[config.mk]
export PLATFORM = sky130hd
export DESIGN_NAME = telem_tx_top
export DESIGN_NICKNAME = d
export VERILOG_FILES = /design/src/verilog/telem_pkg.sv /design/src/verilog/uart_byte_tx.sv /design/src/verilog/uart_word_tx.sv /design/src/verilog/sample_router.sv /design/src/verilog/link_status.sv /design/src/verilog/telem_tx_top.sv
export VERILOG_INCLUDE_DIRS = /design/src /design/src/include
export SDC_FILE = /design/constraint.sdc
export NUM_CORES = 1
export LEC_CHECK = 0
export BUFFER_PORTS_ARGS = -buffer_cell sky130_fd_sc_hd__buf_2
export CAP_MARGIN = 20
export CORE_ASPECT_RATIO = 1.4
export CORE_MARGIN = 10
export CORE_UTILIZATION = 40
export CTS_CLUSTER_SIZE = 10
export DETAILED_ROUTE_END_ITERATION = 10
export PLACE_DENSITY = 0.58
export SYNTH_ARGS = -nofsm -noshare
export SYNTH_HDL_FRONTEND = slang
export SYNTH_HIERARCHICAL = 1
export SYNTH_SLANG_ARGS = --single-unit
[constraint.sdc]
create_clock -name clk -period 9.2 [get_ports clk]
set_input_delay 1.84 -clock clk [delete_from_list [all_inputs] [get_ports clk]]
set_output_delay 1.84 -clock clk [all_outputs]
set_load 0.005 [all_outputs]
[src/include/telem_params.svh]
// Build-time settings shared by all telemetry blocks; the lane count must not exceed four.
`ifndef TELEM_PARAMS_SVH
`define TELEM_PARAMS_SVH

// System clock in Hz.
// The testbench clock has a 100 ns period.
`define TELEM_CLK_FREQ_HZ 10_000_000

// Line rate of every lane in bits per second.
// Together with the clock this gives 10 clocks per bit.
`define TELEM_BAUD_RATE 1_000_000

// Number of independent UART lanes.
// It is bounded by the 2-bit lane field of a sample.
`define TELEM_NUM_LANES 4

`endif

[src/verilog/telem_pkg.sv]
// Shared types; lane_idx_t is 2 bits wide, so at most four lanes can be addressed.
`default_nettype none

`include "telem_params.svh"

package telem_pkg;

    // Q16.16 fixed-point value, carried through without arithmetic.
    typedef logic [31:0] q16_16_t;

    // Lane number carried in each sample.
    typedef logic [1:0] lane_idx_t;

    // One bit per lane.
    typedef logic [`TELEM_NUM_LANES-1:0] lane_vec_t;

    // Incoming sample, 34 bits.
    typedef struct packed {
        lane_idx_t lane;
        q16_16_t   value;
    } sample_t;

    // Link status, 20 bits with four lanes.
    // The word counter wraps at 16 bits.
    typedef struct packed {
        lane_vec_t   busy;
        logic [15:0] word_count;
    } link_status_t;

endpackage

`default_nettype wire

[src/verilog/uart_byte_tx.sv]
// 8N1 only; CLK_FREQ_HZ/BAUD_RATE must be at least 2, and tx_start is ignored while busy.
`timescale 1ns/10ps
`default_nettype none

`include "telem_params.svh"

module uart_byte_tx #(
    parameter int CLK_FREQ_HZ = `TELEM_CLK_FREQ_HZ,
    parameter int BAUD_RATE   = `TELEM_BAUD_RATE
) (
    input  logic       clk,
    input  logic       rst_n,
    input  logic       tx_start,
    input  logic [7:0] tx_data,
    output logic       tx,
    output logic       tx_busy
);

    localparam int CLKS_PER_BIT = CLK_FREQ_HZ / BAUD_RATE;
    localparam int BAUD_W       = $clog2(CLKS_PER_BIT);
    localparam logic [BAUD_W-1:0] BAUD_LAST = BAUD_W'(CLKS_PER_BIT - 1);

    logic [BAUD_W-1:0] baud_cnt;
    logic [3:0]        bit_cnt;
    logic [8:0]        shift_reg;
    logic              load;
    logic              baud_tick;

    assign load      = tx_start && !tx_busy;
    assign baud_tick = (baud_cnt == BAUD_LAST);

    // Data bits LSB first, then the stop bit.
    // The start bit is driven onto the line directly at load.
    always_ff @(posedge clk) begin
        if (load) begin
            shift_reg <= {1'b1, tx_data};
        end else if (tx_busy && baud_tick) begin
            shift_reg <= {1'b1, shift_reg[8:1]};
        end
    end

    // Bit 0 is the start bit, bits 1 to 8 are data, bit 9 is the stop bit.
    always_ff @(posedge clk or negedge rst_n) begin
        if (!rst_n) begin
            tx       <= 1'b1;
            tx_busy  <= 1'b0;
            baud_cnt <= '0;
            bit_cnt  <= '0;
        end else if (load) begin
            tx       <= 1'b0;
            tx_busy  <= 1'b1;
            baud_cnt <= '0;
            bit_cnt  <= '0;
        end else if (tx_busy) begin
            if (baud_tick) begin
                baud_cnt <= '0;
                if (bit_cnt == 4'd9) begin
                    // Stop bit done, line is already high.
                    tx_busy <= 1'b0;
                end else begin
                    tx      <= shift_reg[0];
                    bit_cnt <= bit_cnt + 4'd1;
                end
            end else begin
                baud_cnt <= baud_cnt + BAUD_W'(1);
            end
        end
    end

endmodule

`default_nettype wire

[src/verilog/uart_word_tx.sv]
// Sends a 32-bit word as four 8N1 bytes LSB first; inter-byte gaps are a few clocks, not fixed.
`timescale 1ns/10ps
`default_nettype none

`include "telem_params.svh"

module uart_word_tx #(
    parameter int CLK_FREQ_HZ = `TELEM_CLK_FREQ_HZ,
    parameter int BAUD_RATE   = `TELEM_BAUD_RATE
) (
    input  logic               clk,
    input  logic               rst_n,
    input  logic               word_valid,
    input  telem_pkg::q16_16_t word,
    output logic               word_ready,
    output logic               tx,
    output logic               busy,
    output logic               word_done
);

    import telem_pkg::*;

    typedef enum logic [1:0] {
        S_IDLE,
        S_LOAD,
        S_WAIT
    } state_t;

    state_t     state;
    q16_16_t    word_buf;
    logic [1:0] byte_idx;
    logic [7:0] tx_data;
    logic       tx_start;
    logic       tx_busy;
    logic       tx_busy_d;
    logic       tx_done;
    logic       last_byte;
    logic       accept;

    uart_byte_tx #(
        .CLK_FREQ_HZ(CLK_FREQ_HZ),
        .BAUD_RATE  (BAUD_RATE)
    ) i_byte_tx (
        .clk     (clk),
        .rst_n   (rst_n),
        .tx_start(tx_start),
        .tx_data (tx_data),
        .tx      (tx),
        .tx_busy (tx_busy)
    );

    assign word_ready = (state == S_IDLE);
    assign busy       = (state != S_IDLE);
    assign accept     = word_valid && word_ready;
    assign last_byte  = (byte_idx == 2'd3);

    // End of a byte is the falling edge of tx_busy.
    assign tx_done   = tx_busy_d && !tx_busy;
    assign word_done = (state == S_WAIT) && tx_done && last_byte;

    always_ff @(posedge clk) begin
        if (accept) begin
            word_buf <= word;
        end
        if (state == S_LOAD) begin
            tx_data <= word_buf[byte_idx*8 +: 8];
        end
    end

    always_ff @(posedge clk or negedge rst_n) begin
        if (!rst_n) begin
            state     <= S_IDLE;
            byte_idx  <= '0;
            tx_start  <= 1'b0;
            tx_busy_d <= 1'b0;
        end else begin
            tx_start  <= 1'b0;
            tx_busy_d <= tx_busy;
            case (state)
                S_IDLE: begin
                    if (accept) begin
                        byte_idx <= '0;
                        state    <= S_LOAD;
                    end
                end
                S_LOAD: begin
                    tx_start <= 1'b1;
                    state    <= S_WAIT;
                end
                S_WAIT: begin
                    if (tx_done) begin
                        if (last_byte) begin
                            state <= S_IDLE;
                        end else begin
                            byte_idx <= byte_idx + 2'd1;
                            state    <= S_LOAD;
                        end
                    end
                end
                default: state <= S_IDLE;
            endcase
        end
    end

endmodule

`default_nettype wire

[src/verilog/sample_router.sv]
// One-entry buffer; a sample naming a lane at or above NUM_LANES is never released.
`timescale 1ns/10ps
`default_nettype none

`include "telem_params.svh"

module sample_router #(
    parameter int NUM_LANES = `TELEM_NUM_LANES
) (
    input  logic                 clk,
    input  logic                 rst_n,
    input  logic                 sample_valid,
    input  telem_pkg::sample_t   sample,
    output logic                 sample_ready,
    output logic [NUM_LANES-1:0] lane_valid,
    output telem_pkg::q16_16_t   lane_word,
    input  logic [NUM_LANES-1:0] lane_ready
);

    import telem_pkg::*;

    sample_t held;
    logic    held_valid;
    logic    take;
    logic    handoff;

    // Ready only while the holding register is empty.
    assign sample_ready = !held_valid;
    assign take         = sample_valid && sample_ready;

    // Only the addressed lane sees valid, so at most one bit is set here.
    assign handoff = |(lane_valid & lane_ready);

    assign lane_word = held.value;

    always_comb begin
        for (int i = 0; i < NUM_LANES; i++) begin
            lane_valid[i] = held_valid && (held.lane == lane_idx_t'(i));
        end
    end

    always_ff @(posedge clk) begin
        if (take) begin
            held <= sample;
        end
    end

    // A busy lane stalls the register, and with it every other lane.
    always_ff @(posedge clk or negedge rst_n) begin
        if (!rst_n) begin
            held_valid <= 1'b0;
        end else if (take) begin
            held_valid <= 1'b1;
        end else if (handoff) begin
            held_valid <= 1'b0;
        end
    end

endmodule

`default_nettype wire

[src/verilog/link_status.sv]
// Status lags the lanes by one clock; NUM_LANES must equal the width of the status busy vector.
`timescale 1ns/10ps
`default_nettype none

`include "telem_params.svh"

module link_status #(
    parameter int NUM_LANES = `TELEM_NUM_LANES
) (
    input  logic                     clk,
    input  logic                     rst_n,
    input  logic [NUM_LANES-1:0]     busy,
    input  logic [NUM_LANES-1:0]     word_done,
    output telem_pkg::link_status_t  status
);

    import telem_pkg::*;

    localparam int SUM_W = $clog2(NUM_LANES + 1);

    logic [SUM_W-1:0] done_sum;

    if (NUM_LANES != $bits(lane_vec_t)) begin : g_lane_check
        $error("link_status: NUM_LANES does not match the status busy vector");
    end

    // Several lanes may finish a word in the same cycle.
    always_comb begin
        done_sum = '0;
        for (int i = 0; i < NUM_LANES; i++) begin
            done_sum = done_sum + SUM_W'(word_done[i]);
        end
    end

    always_ff @(posedge clk or negedge rst_n) begin
        if (!rst_n) begin
            status <= '0;
        end else begin
            status.busy       <= busy;
            status.word_count <= status.word_count + 16'(done_sum);
        end
    end

endmodule

`default_nettype wire

[src/verilog/telem_tx_top.sv]
// All lanes share the clock and baud rate from telem_params.svh; one router entry feeds them all.
`timescale 1ns/10ps
`default_nettype none

`include "telem_params.svh"

module telem_tx_top #(
    parameter int NUM_LANES = `TELEM_NUM_LANES
) (
    input  logic                     clk,
    input  logic                     rst_n,
    input  logic                     sample_valid,
    input  telem_pkg::sample_t       sample,
    output logic                     sample_ready,
    output logic [NUM_LANES-1:0]     tx,
    output telem_pkg::link_status_t  status
);

    import telem_pkg::*;

    logic [NUM_LANES-1:0] lane_valid;
    logic [NUM_LANES-1:0] lane_ready;
    logic [NUM_LANES-1:0] lane_busy;
    logic [NUM_LANES-1:0] lane_done;
    q16_16_t              lane_word;

    sample_router #(
        .NUM_LANES(NUM_LANES)
    ) i_router (
        .clk         (clk),
        .rst_n       (rst_n),
        .sample_valid(sample_valid),
        .sample      (sample),
        .sample_ready(sample_ready),
        .lane_valid  (lane_valid),
        .lane_word   (lane_word),
        .lane_ready  (lane_ready)
    );

    // One word transmitter per lane, all fed from the shared lane_word.
    for (genvar i = 0; i < NUM_LANES; i++) begin : g_lane
        uart_word_tx #(
            .CLK_FREQ_HZ(`TELEM_CLK_FREQ_HZ),
            .BAUD_RATE  (`TELEM_BAUD_RATE)
        ) i_lane (
            .clk       (clk),
            .rst_n     (rst_n),
            .word_valid(lane_valid[i]),
            .word      (lane_word),
            .word_ready(lane_ready[i]),
            .tx        (tx[i]),
            .busy      (lane_busy[i]),
            .word_done (lane_done[i])
        );
    end

    link_status #(
        .NUM_LANES(NUM_LANES)
    ) i_status (
        .clk      (clk),
        .rst_n    (rst_n),
        .busy     (lane_busy),
        .word_done(lane_done),
        .status   (status)
    );

endmodule

`default_nettype wire

**After elaboration in Yosys (flattened, before gate mapping)**

Index checks and enable logic that the tools add are counted.

- Output and inout port bits: 25
- Flip-flop bits (word level): 311

- Shift-type cells: 4
- Reduce and logical (&&, ||, !) cells: 73
- Eq/ne operators: 39
- Mux-type cells: 106
- Bitwise logic cells: 1
- Add/subtract/negate cells: 16

Operators by type and width:

| kind | number |
|---|---|
| 32-bit by 6-bit indexed part select with 8-bit output | 4 |
| 4-bit two-way mux | 28 |
| 8-bit two-way mux | 8 |
| 1-bit two-way mux | 42 |
| 2-bit nonzero test | 21 |
| 2-bit two-way mux | 20 |
| 4-bit by 1-bit adder with 4-bit output (second input constant) | 8 |
| 4-bit equality test (second input constant) | 8 |
| 1-bit logical AND | 29 |
| 2-bit inequality test (second input constant) | 12 |
| 2-bit case mux with 3 select lines | 4 |
| 2-bit equality test (second input constant) | 10 |
| 16-bit by 3-bit adder with 16-bit output | 1 |
| 2-bit case mux with 2 select lines | 4 |
| 4-bit AND reduction | 4 |
| 3-bit AND reduction | 4 |
| 2-bit by 1-bit equality test with 1-bit output (second input constant) | 5 |
| 2-bit logical NOT | 5 |
| 2-bit by 1-bit adder with 2-bit output (second input constant) | 4 |
| 2-bit by 1-bit inequality test with 1-bit output (second input constant) | 4 |
| 2-bit AND reduction | 4 |
| 3-bit by 1-bit adder with 3-bit output | 2 |
| 1-bit logical NOT | 5 |
| 4-bit AND | 1 |
| other kinds (2) | 2 |

**Logic depth before layout (Yosys ltp)**

- Depth in word-level cells: 8
- Depth in mapped cells: 10
- Mapped depth without buffers: 10

**Cells and area by module**

Netlist, hierarchy kept.

By module, submodules not included:

| module | sequential area each (um^2) | cells an instance | instances | area each (um^2) |
|---|---|---|---|---|
| uart_word_tx (g_lane[0].i_lane ...) | 1,351.3 | 75 | 3 | 1,712.9 |
| uart_byte_tx | 491.7 | 71 | 4 | 892.1 |
| uart_word_tx (g_lane[2].i_lane) | 1,351.3 | 75 | 1 | 1,715.4 |
| sample_router | 1,046.0 | 79 | 1 | 1,358.8 |
| link_status | 500.5 | 71 | 1 | 885.8 |

**Least setup slack after synthesis**

OpenSTA, ideal clock, no wires.

- Path kind: reg-to-reg
- Start point: register g_lane[0].i_lane.byte_idx[0]
- End point: register, netlist name i_status/status[12]
- Arrival: 2,901 ps
- Setup time: 124 ps
- Cell stages (with the launch flop): 11
- Setup slack: 6,175 ps
- Period minus slack after synthesis: 3,025 ps
- Data required time: 9,076 ps
- Path through: dfrtp_1 > ha_1 > and4b_1 > fa_1 > inv_1 > fa_1 > fa_1 > nand2b_2 > nor4_4 > nand3_1 > xnor2_1

- Cells in the longest elaborated chain, start to end: 6

RTL lines:

| what | line | RTL |
|---|---|---|
| start: declaration | uart_word_tx.sv:31 | `logic [1:0] byte_idx;` |
| start signal: assignment | uart_word_tx.sv:95 | `byte_idx <= byte_idx + 2'd1;` |
| 2-bit equality test | uart_word_tx.sv:55 | `assign last_byte = (byte_idx == 2'd3);` |
| 1-bit logical AND | uart_word_tx.sv:59 | `assign word_done = (state == S_WAIT) && tx_done && last_byte;` |
| via lane_done[0] | telem_tx_top.sv:24 | `logic [NUM_LANES-1:0] lane_done;` |
| 1-bit by 1-bit adder with 2-bit output | link_status.sv:31 | `done_sum = done_sum + SUM_W'(word_done[i]);` |
| 3-bit by 1-bit adder with 3-bit output (2 in a row) | link_status.sv:31 |  |
| 16-bit by 3-bit adder with 16-bit output | link_status.sv:40 | `status.word_count <= status.word_count + 16'(done_sum);` |

The timed path passes the listed nets, and every way through them passes these cells.
A chain may end at the register's enable or synchronous reset.

**Worst setup path in the final report**

- Start point: register g_lane[2].i_lane.byte_idx[0]
- End point: register, netlist name i_status/status[12]

- Cells in the longest elaborated chain, start to end: 5

RTL lines:

| what | line |
|---|---|
| start: declaration | uart_word_tx.sv:31 |
| start signal: assignment | uart_word_tx.sv:95 |
| 2-bit equality test | uart_word_tx.sv:55 |
| 1-bit logical AND | uart_word_tx.sv:59 |
| via lane_done[2] | telem_tx_top.sv:24 |
| 3-bit by 1-bit adder with 3-bit output (2 in a row) | link_status.sv:31 |
| 16-bit by 3-bit adder with 16-bit output | link_status.sv:40 |

The timed path passes the listed nets, and every way through them passes these cells.

==> impl_summary.md <==
Outcome
The flow ran to the end, and the final reports show no timing, DRC or antenna violations.

STA
The number of max-slew violations in the final report was 0. The number of setup violations in the final report is 0. Between clock sinks in the finished design, the worst skew comes to between 0.007 and 0.008 ns. The share of the clock period used by the worst path is 0.3844. The number of failing hold endpoints at the final stage is 0. For the final routed database, the setup TNS stands at 0 ns. The slew at the pin closest to its max-slew limit is 0.8610 ns. The worst path in the final design needs a cycle of around 3.5 ns, including I/O delays and setup. Setup repair after global routing left no endpoint under its margin. Based on the critical path, the design can be clocked at up to 282.8 MHz. The slack of the critical path is between 5 and 6 ns. Across all hold checks on the routed design, the worst slack comes to between 0.4 and 0.5 ns.

The worst slew margin relative to its limit is 0.4260.

Placement
The post-detailed-placement half-perimeter wirelength is 15.89 mm. The setup slack at placement is between 5 and 6 ns. The cell area reported after detailed placement is around 13000 µm².

Buffers placed on the I/O ports in this run total 61. The weighted congestion at the end of routability-driven global placement is around 0.76. The placed instance count is about 1100.

Die
The height of the die is approximately 230 µm. The floorplan has a little under 80 rows. In this run the standard cell core region covers roughly 31000 µm². The initial utilization of the core area, before any placement, comes to 0.4033. The total I/O pin count is just over 60. The width of the chip is 170.4 µm. The floorplan step defined a die boundary enclosing 39290 µm².

Layout
The area of all placed cells without fillers is 14210 µm². The repair_antennas step left the layout with diodes totalling 0. The flip-flop count of the largest register after layout is around 130. The final standard cell count with taps included and fillers excluded is between 1000 and 1500. After the last flow step, the layout net total stands at 853. The register ranked first by flip-flop count is g_lane.i_lane/word_buf. The fraction of layout instances using a drive strength above 1 is 0.2239. The count of fill cells added during filler insertion is about 2700. The final design utilization is 0.4524.

The area added between synthesis and finish is 12.16%.

Pwr
In this run the static leakage power is 5.273 nW. The final total power is approximately 4 mW. For this design the ratio of total power to cell area is 282.3 nW/µm². VDD sags by at most approximately 140 µV.

Global route
The via count of the first global-routing pass is approximately 6400. For this run, the total global-route usage over all layers was measured as 0.1189. The number of antenna violations at the first check in global routing is 0.

The residual overflow from global routing is 0. Entering global routing, the biggest net connects 65 pins. The global-route wire length before repair is between 30 and 40 mm.

Drt
The total vias in the final route is about 6200. The top layer used by detailed routing is met4. In the detailed route, the total length drawn on met2 is around 13 mm. After detailed routing, the average wire length per cell comes to between 15 and 20 µm. The total detailed-routing wirelength is approximately 23 mm. The detail route stage leaves a number of antenna-violating nets equal to 0. The routed metal-1 wirelength is roughly 9 mm. The length of the first detailed-routing pass in iterations is 5. The routed via count divided by cell count is a little over 5. The count of routing violations after the opening detailed-route iteration is between 300 and 400. The wire length on met3 is approximately 600 µm. The number of remaining DRC errors is 0.

Synthesis
The count of flip-flops with a built-in enable after synthesis is around 230. The portion of the post-synthesis area used by sequential elements is 0.7041. The synthesized netlist occupies a cell area of approximately 13000 µm². The post-synthesis average cell area is ~17 µm².

When the netlist entered floorplanning its net count stood at around 800. In this run, synthesis produced a sequential element count of about 310. The cell count after synthesis came out at 734. The number of synthesis warnings is 6.

The share of synthesized registers carrying an async set or reset is 0.2733. The top flip-flop cell by instance count after synthesis is sky130_fd_sc_hd__edfxtp_1. The number of unique standard cell types used by synthesis is 52.

CTS
The H-tree depth reported by CTS is 2. The total clock sinks is just over 300. After clock tree synthesis, the setup repair step added 0 buffers. The root buffer cell chosen for the clock tree is sky130_fd_sc_hd__clkbuf_16.

The clock insertion delay at the later pin of the skew report is between 0.5 and 0.6 ns. In this run, post-CTS repair resized a total of 0 instances. Buffers inserted to repair hold after CTS numbered 0. The CTS tree is done.

After clock tree synthesis, the clock-pin slew on the worst setup and hold paths is about 0.050 ns. Counting the buffers created by CTS gives 37. The number of buffers on the longest clock path is 3.

Setup path
STA classifies the critical path startpoint as a register. The largest fanout of any net on the critical path is 12. The largest stage delay on the critical path is approximately 0.59 ns. By startpoint and endpoint, the worst setup path is classified as reg2reg. At the worst endpoint, the required time is 9.60 ns.

STA puts the critical path data arrival time at about 3.9 ns. The largest individual stage delay along the critical path comes from the cell sky130_fd_sc_hd__dfrtp_1. The kind of end point of the critical path is a register.

The cell occurring most often along the worst timing path is sky130_fd_sc_hd__fa_1. The signal on the critical path passes through ha_1 > and4b_1 > fa_1 > inv_1 > fa_1 > fa_1 > nand2b_2 > nor4_4 > nand3_1 > xnor2_1.

Flow run
The number of maximum-capacitance violations is 0.

Worst hold path
The worst min-delay path category is reg2reg.
[cell families after synthesis]
family | Yosys count | synth area share
mux | 65 | 0.09048
fa+ha+maj | 24 | 0.02548
simple gates | 154 | 0.08376
xor+xnor | 14 | 0.009680
compound gates | 88 | 0.04761
flops | 311 | 0.7041
buf+inv | 78 | 0.03892
[cells in the mapped netlist (all sizes together), types with 6 or more instances]
library cell | instances | area share
edfxtp | 226 | 0.54
dfrtp | 81 | 0.16
buf | 44 | 0.026
mux4 | 32 | 0.062
inv | 30 | 0.0089
o21ai | 29 | 0.011
mux2 | 28 | 0.025
nand2 | 28 | 0.0083
ha | 21 | 0.021
nor2 | 21 | 0.0062
nand3 | 20 | 0.0083
o211ai | 16 | 0.0095
nand2b | 13 | 0.0066
nand3b | 12 | 0.0071
nor2b | 10 | 0.0049
a21oi | 8 | 0.0032
and4b | 8 | 0.0063
xnor2 | 7 | 0.0048
xor2 | 7 | 0.0048
and3 | 6 | 0.0031
[critical path: cells and delay by family, from the launching register on]
family	cells	cell delay, ns
DFF	1	0.59
adders and majority gates	4	1.70
xor gates and xnor gates	1	0.13
and+or+nand+nor	4	0.94
buffers and inverters	1	0.05
[final timing paths]
check	from	to	slack (ns)	depth (start not counted)
setup / recovery	g_lane[2].i_lane/byte_idx[0]	i_status/status[12]	5.66	10
hold / removal	i_status/status[15]	i_status/status[15]	0.46	1
setup reg to reg	g_lane[2].i_lane/byte_idx[0]	i_status/status[12]	5.66	10
hold reg to reg	i_status/status[15]	i_status/status[15]	0.46	1
max in group asynchronous	rst_n	g_lane[2].i_lane/i_byte_tx/tx_busy	6.82	2
min in group asynchronous	rst_n	i_status/status[7]	1.21	1
[final cells by class]
class | count | area [µm²] | share of cell area
flip-flops and latches | 311 | 8919 | 0.6277
inverters | 30 | 112.6 | 0.007926
clock buffers | 58 | 1047 | 0.07371
repair buffers | 67 | 352.8 | 0.02483
multi-input cells | 345 | 3266 | 0.2299
well taps | 395 | 494.2 | 0.03479
clock inverters | 2 | 16.27 | 0.001145
[routing by layer]
layer / up-vias / GRT usage
met5: - / 0
met4: 0 / 0.05331
met3: 39 / 0.02152
met2: 85 / 0.2164
met1: 3170 / 0.1315
li1: 2914 / -
[layout by cell type (no fill, tap or decap), types with 8 or more instances in the layout]
master                      Yosys  layout
sky130_fd_sc_hd__inv_1         30      30
sky130_fd_sc_hd__mux4_2        16      16
sky130_fd_sc_hd__nand3b_1      12      12
sky130_fd_sc_hd__clkbuf_1       0      19
sky130_fd_sc_hd__nor2b_1       10      10
sky130_fd_sc_hd__clkbuf_16      0      39
sky130_fd_sc_hd__nand3_1       19      19
sky130_fd_sc_hd__dfrtp_1       81      81
sky130_fd_sc_hd__mux2_2        28      28
sky130_fd_sc_hd__mux4_1        16      16
sky130_fd_sc_hd__ha_1          21      21
sky130_fd_sc_hd__a21oi_1        8       8
sky130_fd_sc_hd__and4b_1        8       8
sky130_fd_sc_hd__nand2_1       28      28
sky130_fd_sc_hd__nor2_1        21      17
sky130_fd_sc_hd__o211ai_1      16      16
sky130_fd_sc_hd__o21ai_0       29      29
sky130_fd_sc_hd__buf_2          8      60
sky130_fd_sc_hd__edfxtp_1     226     226
sky130_fd_sc_hd__nand2b_1      12      12
[report_power, final]
group	total, mW	switching [mW]	internal, mW
Combinational	0.606	0.304	0.301
Clock	1.29	0.517	0.776
Sequential	2.11	0.266	1.85
(Power assumes the default switching activity.)
